$ cat src/include/prng_tables.svh
`ifndef PRNG_TABLES_SVH
`define PRNG_TABLES_SVH

// Permutation ahead of the S-box layer. Bit i of the result takes LFSR bit StatePerm[i].
localparam int unsigned StatePerm [64] = '{
   7, 20, 33, 46, 59,  8, 21, 34, 47, 60,  9, 22, 35, 48, 61, 10,
  23, 36, 49, 62, 11, 24, 37, 50, 63, 12, 25, 38, 51,  0, 13, 26,
  39, 52,  1, 14, 27, 40, 53,  2, 15, 28, 41, 54,  3, 16, 29, 42,
  55,  4, 17, 30, 43, 56,  5, 18, 31, 44, 57,  6, 19, 32, 45, 58
};

// Permutation after the S-box layer. Its result is share 0 of the PRNG word.
localparam int unsigned OutPerm [64] = '{
  11, 40,  5, 34, 63, 28, 57, 22, 51, 16, 45, 10, 39,  4, 33, 62,
  27, 56, 21, 50, 15, 44,  9, 38,  3, 32, 61, 26, 55, 20, 49, 14,
  43,  8, 37,  2, 31, 60, 25, 54, 19, 48, 13, 42,  7, 36,  1, 30,
  59, 24, 53, 18, 47, 12, 41,  6, 35,  0, 29, 58, 23, 52, 17, 46
};

// Permutation of share 0 that yields share 1.
localparam int unsigned SharePerm [64] = '{
  19, 56, 29,  2, 39, 12, 49, 22, 59, 32,  5, 42, 15, 52, 25, 62,
  35,  8, 45, 18, 55, 28,  1, 38, 11, 48, 21, 58, 31,  4, 41, 14,
  51, 24, 61, 34,  7, 44, 17, 54, 27,  0, 37, 10, 47, 20, 57, 30,
   3, 40, 13, 50, 23, 60, 33,  6, 43, 16, 53, 26, 63, 36,  9, 46
};

// The 4-bit S-box of the PRINCE block cipher, indexed by the input nibble.
localparam logic [3:0] PrinceSbox [16] = '{
  4'hB, 4'hF, 4'h3, 4'h2, 4'hA, 4'hC, 4'h9, 4'h1,
  4'h6, 4'h7, 4'h8, 4'h0, 4'hE, 4'h5, 4'hD, 4'h4
};

`endif

$ cat src/logic/prng_cfg_pkg.sv
`default_nettype none

// Configuration constants of the secure-wipe subsystem.
package prng_cfg_pkg;

  // Size of the LFSR and of each share of a PRNG word.
  localparam int unsigned LfsrWidth = 64;

  // Width of one entropy beat. Two beats make up a full reseed value.
  localparam int unsigned EntropyWidth = 32;

  // State the LFSR takes on reset. It must not be zero, or the LFSR would lock up.
  localparam logic [LfsrWidth-1:0] LfsrSeedDefault = 64'h3C5A_96E1_0F7B_2D84;

  // Feedback mask of the right-shifting Galois LFSR.
  // It matches the maximal-length polynomial x^64 + x^63 + x^61 + x^60 + 1.
  localparam logic [LfsrWidth-1:0] LfsrTaps = 64'hD800_0000_0000_0000;

  // Number of words in the key register bank.
  localparam int unsigned KeyBankWords = 8;

  // Number of words in the state register bank.
  localparam int unsigned StateBankWords = 4;

  // Address bits needed for the larger of the two banks.
  localparam int unsigned BankAddrWidth = 3;

  // Permutation and S-box tables of the output layer.
  `include "prng_tables.svh"

endpackage

`default_nettype wire

$ cat src/logic/wipe_if_pkg.sv
`default_nettype none

// Types that travel between the PRNG, the arbiter and the bank wipers.
package wipe_if_pkg;

  import prng_cfg_pkg::*;

  // One pseudo-random word in two shares, one per share of a masked register.
  typedef struct packed {
    logic [LfsrWidth-1:0] share0;
    logic [LfsrWidth-1:0] share1;
  } prng_word_t;

  // A single write into a register bank.
  typedef struct packed {
    logic [BankAddrWidth-1:0] addr;
    prng_word_t               data;
  } bank_wr_t;

  // The two entropy beats of a reseed.
  // The first beat lands in the upper half of the LFSR, the second in the lower half.
  typedef struct packed {
    logic [EntropyWidth-1:0] hi;
    logic [EntropyWidth-1:0] lo;
  } entropy_seed_t;

  // States of a bank wiper.
  typedef enum logic [1:0] {
    IDLE = 2'd0,
    WIPE = 2'd1,
    DONE = 2'd2
  } wiper_state_e;

  // States of the PRNG reseed machine.
  typedef enum logic [1:0] {
    RESEED_IDLE = 2'd0,
    WAIT_HI     = 2'd1,
    WAIT_LO     = 2'd2
  } reseed_state_e;

endpackage

`default_nettype wire

$ cat src/logic/clearing_prng.sv
`default_nettype none

// Low-bandwidth PRNG for register clearing.
// A Galois LFSR feeds a permutation, a layer of PRINCE S-boxes and a second permutation.
// The result is share 0, and a further permutation of share 0 gives share 1.
module clearing_prng (
  input  logic                                clk_i,
  input  logic                                rst_ni,

  input  logic                                reseed_valid_i,
  output logic                                reseed_ready_o,

  input  logic                                entropy_valid_i,
  output logic                                entropy_ready_o,
  input  logic [prng_cfg_pkg::EntropyWidth-1:0] entropy_i,

  output logic                                word_valid_o,
  input  logic                                word_ready_i,
  output wipe_if_pkg::prng_word_t             word_o
);

  import prng_cfg_pkg::*;
  import wipe_if_pkg::*;

  reseed_state_e           state_q, state_d;
  logic [EntropyWidth-1:0] hi_q;
  entropy_seed_t           seed;
  logic [LfsrWidth-1:0]    lfsr_q, lfsr_d, lfsr_step;
  logic [LfsrWidth-1:0]    state_perm, sbox_out, share0, share1;
  logic                    reseed_xfer, entropy_xfer, word_xfer, seed_load;

  // The command is taken only while no reseed is running.
  assign reseed_ready_o  = (state_q == RESEED_IDLE);
  assign entropy_ready_o = (state_q == WAIT_HI) || (state_q == WAIT_LO);

  // No word is served while a reseed is pending.
  assign word_valid_o = (state_q == RESEED_IDLE);

  assign reseed_xfer  = reseed_valid_i & reseed_ready_o;
  assign entropy_xfer = entropy_valid_i & entropy_ready_o;
  assign word_xfer    = word_valid_o & word_ready_i;

  // The LFSR is loaded on the edge that accepts the second beat.
  assign seed_load = entropy_xfer & (state_q == WAIT_LO);

  always_comb begin
    state_d = state_q;
    unique case (state_q)
      RESEED_IDLE: begin
        if (reseed_xfer) begin
          state_d = WAIT_HI;
        end
      end
      WAIT_HI: begin
        if (entropy_xfer) begin
          state_d = WAIT_LO;
        end
      end
      WAIT_LO: begin
        if (entropy_xfer) begin
          state_d = RESEED_IDLE;
        end
      end
      default: begin
        state_d = RESEED_IDLE;
      end
    endcase
  end

  // The first beat waits here until the second one arrives.
  always_ff @(posedge clk_i) begin
    if (entropy_xfer && (state_q == WAIT_HI)) begin
      hi_q <= entropy_i;
    end
  end

  assign seed.hi = hi_q;
  assign seed.lo = entropy_i;

  // One Galois step shifts right and folds the outgoing bit back in through the taps.
  assign lfsr_step = (lfsr_q >> 1) ^ (lfsr_q[0] ? LfsrTaps : '0);

  // Reseeding and stepping never coincide, since words are served only in RESEED_IDLE.
  assign lfsr_d = seed_load ? seed : (word_xfer ? lfsr_step : lfsr_q);

  always_ff @(posedge clk_i or negedge rst_ni) begin
    if (!rst_ni) begin
      state_q <= RESEED_IDLE;
      lfsr_q  <= LfsrSeedDefault;
    end else begin
      state_q <= state_d;
      lfsr_q  <= lfsr_d;
    end
  end

  // The output layer is purely combinational, so a word is ready in the cycle it is asked for.
  always_comb begin
    for (int i = 0; i < LfsrWidth; i++) begin
      state_perm[i] = lfsr_q[StatePerm[i]];
    end
  end

  // Every nibble goes through its own S-box.
  always_comb begin
    for (int n = 0; n < LfsrWidth / 4; n++) begin
      sbox_out[4*n +: 4] = PrinceSbox[state_perm[4*n +: 4]];
    end
  end

  always_comb begin
    for (int i = 0; i < LfsrWidth; i++) begin
      share0[i] = sbox_out[OutPerm[i]];
    end
  end

  // Share 1 is a reshuffle of share 0, so both shares are cleared with different bits.
  always_comb begin
    for (int i = 0; i < LfsrWidth; i++) begin
      share1[i] = share0[SharePerm[i]];
    end
  end

  assign word_o.share0 = share0;
  assign word_o.share1 = share1;

endmodule

`default_nettype wire

$ cat src/logic/prng_arbiter.sv
`default_nettype none

// Round-robin arbiter that shares the PRNG word port between two requesters.
// Index 0 is the key bank wiper and index 1 the state bank wiper.
module prng_arbiter (
  input  logic                    clk_i,
  input  logic                    rst_ni,

  input  logic                    word_valid_i,
  output logic                    word_ready_o,
  input  wipe_if_pkg::prng_word_t word_i,

  input  logic [1:0]              req_i,
  output logic [1:0]              gnt_o,
  output wipe_if_pkg::prng_word_t word_o
);

  logic [1:0] gnt;
  logic       last_q;
  logic       xfer;

  // A lone requester wins outright.
  // With two requesters the one that was not served last is picked.
  always_comb begin
    if (&req_i) begin
      gnt = last_q ? 2'b01 : 2'b10;
    end else begin
      gnt = req_i;
    end
  end

  // Any request pulls a word from the PRNG.
  assign word_ready_o = |req_i;

  // The grant only counts as ready while the PRNG has a word to give.
  assign gnt_o = gnt & {2{word_valid_i}};

  assign xfer = word_valid_i & word_ready_o;

  // The pointer remembers which requester took the last word.
  always_ff @(posedge clk_i or negedge rst_ni) begin
    if (!rst_ni) begin
      last_q <= 1'b0;
    end else if (xfer) begin
      last_q <= gnt[1];
    end
  end

  // Both requesters see the same word; only the granted one takes it.
  assign word_o = word_i;

endmodule

`default_nettype wire

$ cat src/logic/bank_wiper.sv
`default_nettype none

// Sequencer that overwrites every word of one register bank with fresh PRNG output.
// A wipe command starts it, it writes addresses 0 to NumWords-1 in order, then it pulses done.
module bank_wiper #(
  parameter int unsigned NumWords = 8
) (
  input  logic                    clk_i,
  input  logic                    rst_ni,

  input  logic                    wipe_valid_i,
  output logic                    wipe_ready_o,

  output logic                    rnd_valid_o,
  input  logic                    rnd_ready_i,
  input  wipe_if_pkg::prng_word_t rnd_i,

  output logic                    wr_en_o,
  output wipe_if_pkg::bank_wr_t   wr_o,
  output logic                    done_o
);

  import prng_cfg_pkg::*;
  import wipe_if_pkg::*;

  localparam logic [BankAddrWidth-1:0] LastAddr = BankAddrWidth'(NumWords - 1);

  wiper_state_e             state_q;
  logic [BankAddrWidth-1:0] addr_q;
  logic                     wr_en_q;
  bank_wr_t                 wr_q;
  logic                     done_q;
  logic                     rnd_xfer;

  assign wipe_ready_o = (state_q == IDLE);

  // Words are requested for the whole wipe; without a grant the address simply holds.
  assign rnd_valid_o = (state_q == WIPE);
  assign rnd_xfer    = rnd_valid_o & rnd_ready_i;

  always_ff @(posedge clk_i or negedge rst_ni) begin
    if (!rst_ni) begin
      state_q <= IDLE;
      addr_q  <= '0;
      wr_en_q <= 1'b0;
      done_q  <= 1'b0;
    end else begin
      wr_en_q <= rnd_xfer;
      done_q  <= 1'b0;
      unique case (state_q)
        IDLE: begin
          if (wipe_valid_i) begin
            state_q <= WIPE;
            addr_q  <= '0;
          end
        end
        WIPE: begin
          if (rnd_xfer) begin
            if (addr_q == LastAddr) begin
              state_q <= DONE;
            end else begin
              addr_q <= addr_q + 1'b1;
            end
          end
        end
        DONE: begin
          // The last write is on the port now, so done follows one cycle later.
          done_q  <= 1'b1;
          state_q <= IDLE;
        end
        default: begin
          state_q <= IDLE;
        end
      endcase
    end
  end

  // Each granted word is written with the address it was requested for.
  always_ff @(posedge clk_i) begin
    if (rnd_xfer) begin
      wr_q.addr <= addr_q;
      wr_q.data <= rnd_i;
    end
  end

  assign wr_en_o = wr_en_q;
  assign wr_o    = wr_q;
  assign done_o  = done_q;

endmodule

`default_nettype wire

$ cat src/logic/wipe_top.sv
`default_nettype none

// Secure-wipe subsystem with one clearing PRNG shared by the key and the state bank wipers.
module wipe_top (
  input  logic                                clk_i,
  input  logic                                rst_ni,

  input  logic                                reseed_valid_i,
  output logic                                reseed_ready_o,
  input  logic                                entropy_valid_i,
  output logic                                entropy_ready_o,
  input  logic [prng_cfg_pkg::EntropyWidth-1:0] entropy_i,

  input  logic                                key_wipe_valid_i,
  output logic                                key_wipe_ready_o,
  output logic                                key_wr_en_o,
  output wipe_if_pkg::bank_wr_t               key_wr_o,
  output logic                                key_done_o,

  input  logic                                state_wipe_valid_i,
  output logic                                state_wipe_ready_o,
  output logic                                state_wr_en_o,
  output wipe_if_pkg::bank_wr_t               state_wr_o,
  output logic                                state_done_o
);

  import prng_cfg_pkg::*;
  import wipe_if_pkg::*;

  logic       word_valid;
  logic       word_ready;
  prng_word_t prng_word;
  prng_word_t rnd_word;

  // Bit 0 belongs to the key wiper, bit 1 to the state wiper.
  logic [1:0] req;
  logic [1:0] gnt;

  clearing_prng u_prng (
    .clk_i           (clk_i),
    .rst_ni          (rst_ni),
    .reseed_valid_i  (reseed_valid_i),
    .reseed_ready_o  (reseed_ready_o),
    .entropy_valid_i (entropy_valid_i),
    .entropy_ready_o (entropy_ready_o),
    .entropy_i       (entropy_i),
    .word_valid_o    (word_valid),
    .word_ready_i    (word_ready),
    .word_o          (prng_word)
  );

  prng_arbiter u_arbiter (
    .clk_i        (clk_i),
    .rst_ni       (rst_ni),
    .word_valid_i (word_valid),
    .word_ready_o (word_ready),
    .word_i       (prng_word),
    .req_i        (req),
    .gnt_o        (gnt),
    .word_o       (rnd_word)
  );

  bank_wiper #(
    .NumWords (KeyBankWords)
  ) u_key_wiper (
    .clk_i        (clk_i),
    .rst_ni       (rst_ni),
    .wipe_valid_i (key_wipe_valid_i),
    .wipe_ready_o (key_wipe_ready_o),
    .rnd_valid_o  (req[0]),
    .rnd_ready_i  (gnt[0]),
    .rnd_i        (rnd_word),
    .wr_en_o      (key_wr_en_o),
    .wr_o         (key_wr_o),
    .done_o       (key_done_o)
  );

  bank_wiper #(
    .NumWords (StateBankWords)
  ) u_state_wiper (
    .clk_i        (clk_i),
    .rst_ni       (rst_ni),
    .wipe_valid_i (state_wipe_valid_i),
    .wipe_ready_o (state_wipe_ready_o),
    .rnd_valid_o  (req[1]),
    .rnd_ready_i  (gnt[1]),
    .rnd_i        (rnd_word),
    .wr_en_o      (state_wr_en_o),
    .wr_o         (state_wr_o),
    .done_o       (state_done_o)
  );

endmodule

`default_nettype wire

$ cat config.mk
export PLATFORM = sky130hd
export DESIGN_NAME = wipe_top
export DESIGN_NICKNAME = d
export VERILOG_FILES = /design/src/logic/prng_cfg_pkg.sv /design/src/logic/wipe_if_pkg.sv /design/src/logic/clearing_prng.sv /design/src/logic/prng_arbiter.sv /design/src/logic/bank_wiper.sv /design/src/logic/wipe_top.sv
export VERILOG_INCLUDE_DIRS = /design/src /design/src/include
export SDC_FILE = /design/constraint.sdc
export NUM_CORES = 1
export LEC_CHECK = 0
export ABC_AREA = 1
export BUFFER_PORTS_ARGS = -buffer_cell sky130_fd_sc_hd__buf_4
export CAP_MARGIN = 20
export CORE_ASPECT_RATIO = 1.5
export CORE_MARGIN = 10
export CORE_UTILIZATION = 55
export CTS_BUF_LIST = sky130_fd_sc_hd__clkbuf_8
export DETAILED_ROUTE_END_ITERATION = 10
export GPL_ROUTABILITY_DRIVEN = 1
export HOLD_SLACK_MARGIN = 0.06
export PLACE_DENSITY = 0.82
export SETUP_SLACK_MARGIN = 0.2
export SLEW_MARGIN = 20
export SYNTH_ARGS = -nofsm -noshare
export SYNTH_HDL_FRONTEND = slang
export SYNTH_SLANG_ARGS = --single-unit
$ cat constraint.sdc
create_clock -name clk_i -period 4.1 [get_ports clk_i]
set_clock_uncertainty 0.15 [all_clocks]
set_input_delay 0.205 -clock clk_i [delete_from_list [all_inputs] [get_ports clk_i]]
set_output_delay 0.205 -clock clk_i [all_outputs]
set_load 0.01 [all_outputs]
After elaboration in Yosys (flattened, before gate mapping)
Memories as Yosys holds them, arrays and structs flattened.
Index checks and enable logic that the tools add are counted.

word-level totals
  bits in registers = 375
  bits in read-only memories = 1024
  bits of input ports = 38
  output and inout bits = 270
  word-level logic and storage cells = 169
  memories = 16

cells by class
  add/sub/neg operators = 2
  $lt $le $gt $ge = 16
  eq/ne operators = 19
  muxes and demuxes = 59
  bitwise operators = 24
  reductions and logical operators = 15

memories
  memory           depth  bits a word  read ports  clocked after Yosys merged registers in  wr ports  RTL line              source
  (no name shown)  16     4            1           0                                        0         clearing_prng.sv:106  sbox_out[4*n +: 4] = PrinceSbox[state_perm[4*n +: 4]];
  (no name shown)  16     4            1           0                                        0         clearing_prng.sv:106
  (no name shown)  16     4            1           0                                        0         clearing_prng.sv:106
  (no name shown)  16     4            1           0                                        0         clearing_prng.sv:106
  (no name shown)  16     4            1           0                                        0         clearing_prng.sv:106
  (no name shown)  16     4            1           0                                        0         clearing_prng.sv:106
  +10 memories     -      -            -           -                                        -         -

operators with widths
  cell                                                                      number
  64-bit two-way mux                                                        3
  4-bit two-way mux                                                         32
  5-bit >= comparator (second input constant)                               16
  4-bit inverter with 5-bit output                                          16
  63-bit by 64-bit XOR with 64-bit output                                   1
  2-bit two-way mux                                                         11
  3-bit two-way mux                                                         6
  2-bit inequality test (second input constant)                             9
  3-bit one-hot mux with 2 select lines                                     2
  3-bit AND reduction                                                       3
  2-bit one-hot mux with 2 select lines                                     2
  4-bit AND reduction                                                       2
  3-bit by 1-bit adder with 3-bit output (second input constant)            2
  1-bit bitwise AND                                                         6
  2-bit by 1-bit equality test with 1-bit output (second input constant)    3
  2-bit equality test (second input constant)                               3
  2-bit logical NOT                                                         3
  2-bit one-hot mux with 3 select lines                                     1
  2-bit nonzero test                                                        3
  2-bit by 1-bit inequality test with 1-bit output (second input constant)  2
  3-bit by 2-bit equality test with 1-bit output (second input constant)    1
  3-bit equality test (second input constant)                               1
  2-bit bitwise AND                                                         1
  1-bit two-way mux                                                         2
  4 further kinds                                                           4

Depth between registers and ports, before layout
  depth in word-level cells = 7
  gate-level depth with buffers = 9
  depth with buffers taken out = 9

Hierarchy
Synthesis repeated with hierarchy kept, for this count alone.

second synthesis, totals
  cells, all modules = 1343
  area total of the unflattened synthesis = 16534.6 um^2

by module, submodules not included
  module                      times used  cells each  area each (um^2)  seq. area each (um^2)
  clearing_prng               1           866         6949.2            2652.5
  bank_wiper (u_state_wiper)  1           169         4280.4            4108.9
  bank_wiper (u_key_wiper)    1           169         4275.4            4108.9
  prng_arbiter                1           139         1029.7            25.0

Least setup slack after synthesis
OpenSTA, ideal clock, no wires.

  path type = register to register
  start point = reg u_prng.state_q[0]
  end point = reg u_state_wiper.wr_q (netlist bit u_state_wiper.wr_o[0]), enable pin
  setup time = 0.423 ns
  data arrival time = 2.377 ns
  required time = 3.527 ns
  slack = 1.150 ns
  stages on the path, launching flop included = 7
  path buffers = 0
  period minus slack after synthesis = 2.950 ns
  cells stage by stage = dfrtp_1 > inv_1 > ha_1 > inv_1 > nor2_1 > o21ai_0 > inv_1

on the way
  cells in the longest elaborated chain, start to end = 3

ends and longest elaborated chain
  item                        RTL line             source
  start: declaration          clearing_prng.sv:25  reseed_state_e state_q, state_d;
  start signal: assignment    clearing_prng.sv:91  state_q <= state_d;
  2-bit logical NOT           -
  via reseed_ready_o          wipe_top.sv:9        output logic reseed_ready_o,
  2-bit bitwise AND           prng_arbiter.sv:36   assign gnt_o = gnt & {2{word_valid_i}};
  1-bit bitwise AND           bank_wiper.sv:39     assign rnd_xfer = rnd_valid_o & rnd_ready_i;
  via u_state_wiper.rnd_xfer  bank_wiper.sv:33     logic rnd_xfer;
  end: declaration            bank_wiper.sv:31     bank_wr_t wr_q;

The timed path passes the listed nets, and every way through them passes these cells.
A chain may end at the register's enable or synchronous reset.

Final worst setup path
  start point = reg u_prng.state_q[0]
  end point = reg u_prng.lfsr_q[1]

on the way
  cells in the longest elaborated chain, start to end = 5
  elaborated cells between the ends (all ways) = 9
  classes of those cells = eq/ne: 2; mux: 1; bitwise: 3; reduce/logical: 3

ends and longest elaborated chain
  item                                                                                          RTL line                                  source
  2-bit by 1-bit equality test with 1-bit output / 2-bit equality test (equally long branches)  clearing_prng.sv:34, clearing_prng.sv:44
  1-bit logical OR                                                                              clearing_prng.sv:34                       assign entropy_ready_o = (state_q == WAIT_HI) || (state_q == WAIT_LO);
  1-bit bitwise AND                                                                             clearing_prng.sv:40                       assign entropy_xfer = entropy_valid_i & entropy_ready_o;
  1-bit bitwise AND                                                                             clearing_prng.sv:44                       assign seed_load = entropy_xfer & (state_q == WAIT_LO);
  64-bit two-way mux / 2-bit nonzero test (equally long branches)                               -
  end signal: assignment                                                                        clearing_prng.sv:89                       lfsr_q <= LfsrSeedDefault;
  end signal: assignment                                                                        clearing_prng.sv:92                       lfsr_q <= lfsr_d;
  end: declaration                                                                              clearing_prng.sv:28                       logic [LfsrWidth-1:0] lfsr_q, lfsr_d, lfsr_step;

Parallel ways exist; a longest one is shown, timed or not.

==> summary.md <==
| Metric | Value |
|---|---|
| Critical path class | `register to register` |
| Setup slack after layout | `1.68 ns` |
| Xor and xnor area share after synthesis | `0` |
| EDFF count, synth | `166` |
| Leak pwr | `6.37 nW` |
| Gr usage total | `0.207` |
| Multiplexer area fraction after synthesis | `0.0134` |
| Avg Inst Size Synth | `10.8 µm²` |
| HP Class | `input pin to async pin` |
| Total negative slack | `0 ns` |
| Drt pass-1 iters | `5` |
| Fin util | `0.682` |
| Worst VDD drop | `0.000647 V` |
| Hold slack | `0.139 ns` |
| Post-synth top area share | `0.416` |
| Final ANT Viol Nets | `0` |
| Initial Utilization | `0.556` |
| # rows | `66` |
| Gp weighted congestion | `0.863` |
| Crit-path max FO | `37` |
| Clock Latency Late Sink | `0.51 ns` |
| CP endpoint kind | `register` |
| Placed Cells | `1540` |
| Wirelength per Cell | `18.8 µm` |
| Ys flop type | `edfxtp_1` |
| #FFs+latches synth | `247` |
| Post-DP Area | `13600 µm²` |
| FMAX | `0.413 GHz` |
| Cell variety after synth | `26` |
| Most common cell after layout, fill and taps aside | `buf_4` |
| Max-cap violations | `0` |
| Final setup violating endpoints | `0` |
| Longest Clk Path Bufs | `3` |
| Largest family of logic cells by synthesized area | `buffers and inverters` |
| Most frequent CP cell | `inv_1` |
| Adder-cell share of the synthesized area | `0.0741` |
| Core ar. | `21600 µm²` |
| # IOs | `308` |
| Cell Pwr Density | `856 nW/µm²` |
| Measured slew at the worst slew-check pin | `1.00 ns` |
| Nets | `1452` |
| Fin. max-slew vios | `0` |
| HPWL reported at the end of detailed placement | `22300 µm` |
| Routed metal-1 wirelength | `10300 µm` |
| Clock root buffer | `clkbuf_8` |
| Die height | `201 µm` |
| Worst Path Required | `4.38 ns` |
| Post-synthesis compound-gate area fraction | `0.0621` |
| First-pass GRT wire length | `47500 µm` |
| Vias | `8812` |
| CTS buffer count | `36` |
| Area of the die | `28200 µm²` |
| Vias in the first global route | `8966` |
| RSZ-0062 raised after global routing | `false` |
| Die X | `141 µm` |
| Critical Path Start Type | `register` |
| CP arrival | `2.71 ns` |
| Total clock sinks | `247` |
| Final WL | `30900 µm` |
| Mapped Cells | `1108` |
| Routed met3 length | `2420 µm` |
| Design Power | `12.6 mW` |
| Clock slew at reported path FFs | `0.07 ns` |
| Top layer in use | `met4` |
| Routed vias/inst | `5.37` |
| Most frequent cells in the layout | `buf_4 (314), nand2_1 (198), edfxtp_1 (166)` |
| Min cycle time layout | `2.42 ns` |
| Met2 Wirelength | `17100 µm` |
| Critical path, cell by cell | `inv_1 -> ha_1 -> inv_1 -> a21oi_4 -> nor2_4 -> buf_4 -> nand2_1 -> nand3_1` |
| Register area share after synthesis | `0.588` |
| Initial antenna violation count | `1` |
| H-Tree Depth | `2` |
| Largest cells by area after synthesis | `edfxtp_1 (42%), dfrtp_1 (10%), buf_4 (8.0%)` |
| CTS tree | `done` |
| Cell taking the most area after synthesis | `edfxtp_1` |
| Area of the mapped netlist | `12000 µm²` |
| Total global routing overflow | `0` |
| Post-Syn Nets | `1217` |
| Status | `finished, final reports clean` |
| Largest net degree at the start of global routing | `66` |
| Final cell count without fillers | `1641` |
| Synth Area in Simple Gates | `0.130` |
| Design area | `14700 µm²` |
| Final hold vios | `0` |
| Period utilization | `0.591` |
| Slew Limit Headroom | `0.331` |
| Ys async rst share | `0.328` |
| Area grow syn2layout | `22.5%` |
| Drt initial violations | `636` |
| Layout cell share with drive strength beyond 1 | `0.296` |
| Setup WS pre-CTS | `1.75 ns` |
| YS warnings | `0` |
| DRC viols | `0` |
| PortBufs | `307` |
| CP peak stage delay | `0.65 ns` |
| Post-CTS resize count | `0` |
| Slowest cell on crit path | `nor2_4` |
==> per-layer routing <==
layer,up-vias,global-route usage
li1,4085,-
met3,77,0.0516
met2,374,0.389
met4,0,0.0814
met1,4276,0.209
met5,-,0
==> synthesized netlist by cell type, types with 14 or more instances <==
| master | number |
|---|---|
| dfrtp_1 | 49 |
| ha_1 | 71 |
| a31oi_1 | 16 |
| buf_4 | 128 |
| o22ai_1 | 16 |
| a21oi_1 | 65 |
| nand3_1 | 130 |
| nand2_1 | 199 |
| inv_1 | 113 |
| clkbuf_1 | 14 |
| dfstp_2 | 32 |
| nor2_1 | 28 |
| mux2i_1 | 16 |
| o21ai_0 | 39 |
| edfxtp_1 | 166 |
==> state kept, by name (all words and copies together) (netlist names), 2 cells and up <==
register,flops
u_prng.hi_q,32
u_key_wiper.wr_o,67
u_state_wiper.wr_o,67
u_prng.lfsr_q,64
u_state_wiper.state_q,2
u_state_wiper.addr_q,3
u_prng.state_q,2
u_key_wiper.addr_q,3
u_key_wiper.state_q,2
==> worst max-delay path: cells and delay by family (launching register included) <==
kind | cells | cell delay, ns
simple gates | 3 | 0.87
fa+ha+maj | 1 | 0.21
buf+inv | 3 | 0.64
flops | 1 | 0.38
compound gates | 1 | 0.06
==> area by class of cell <==
cell class / instances / area, µm²
antenna: 1 / 2.50
fill: 1559 / 6860
tap: 272 / 340
clock buffer: 41 / 564
clock inverter: 22 / 190
sequential: 247 / 7050
inverter: 115 / 432
timing repair buffer: 352 / 2750
multi-input combinational: 591 / 3370
==> path summary, 6_finish.rpt <==
kind | slack [ns] | end | from | cells after the start
max in group asynchronous | 2.77 | u_prng.lfsr_q[61]$_DFFE_PN1P_ | rst_ni | 3
min in group clk_i | 0.29 | u_prng.hi_q[29]$_DFFE_PP_ | entropy_i[29] | 2
max reg2reg | 1.68 | u_prng.lfsr_q[1]$_DFFE_PN0P_ | u_prng.state_q[0]$_DFFE_PN0P_ | 8
max | 1.68 | u_prng.lfsr_q[1]$_DFFE_PN0P_ | u_prng.state_q[0]$_DFFE_PN0P_ | 8
min | 0.14 | u_state_wiper.addr_q[1]$_DFFE_PN0P_ | rst_ni | 2
min reg2reg | 0.31 | u_prng.lfsr_q[48]$_DFFE_PN0P_ | u_prng.hi_q[16]$_DFFE_PP_ | 2
==> logic make-up after synthesis <==
logic type | Yosys count
simple gates | 366
compound gates | 138
fa+ha+maj | 71
mux | 16
flops | 247
buf+inv | 270
==> report_power, final <==
group	leakage [nW]	switching [mW]	internal [mW]
clock network	0.426	0.903	1.16
registers	2.45	0.896	4.21
logic	3.49	3.16	2.24
total	6.37	4.96	7.61
==> repair_timing <==
action,in CTS,in global routing
endpoints found under the hold margin,129,0
setup buffers,0,0
hold buffers,37,0
Note: power is estimated with default switching activity, not from simulation.
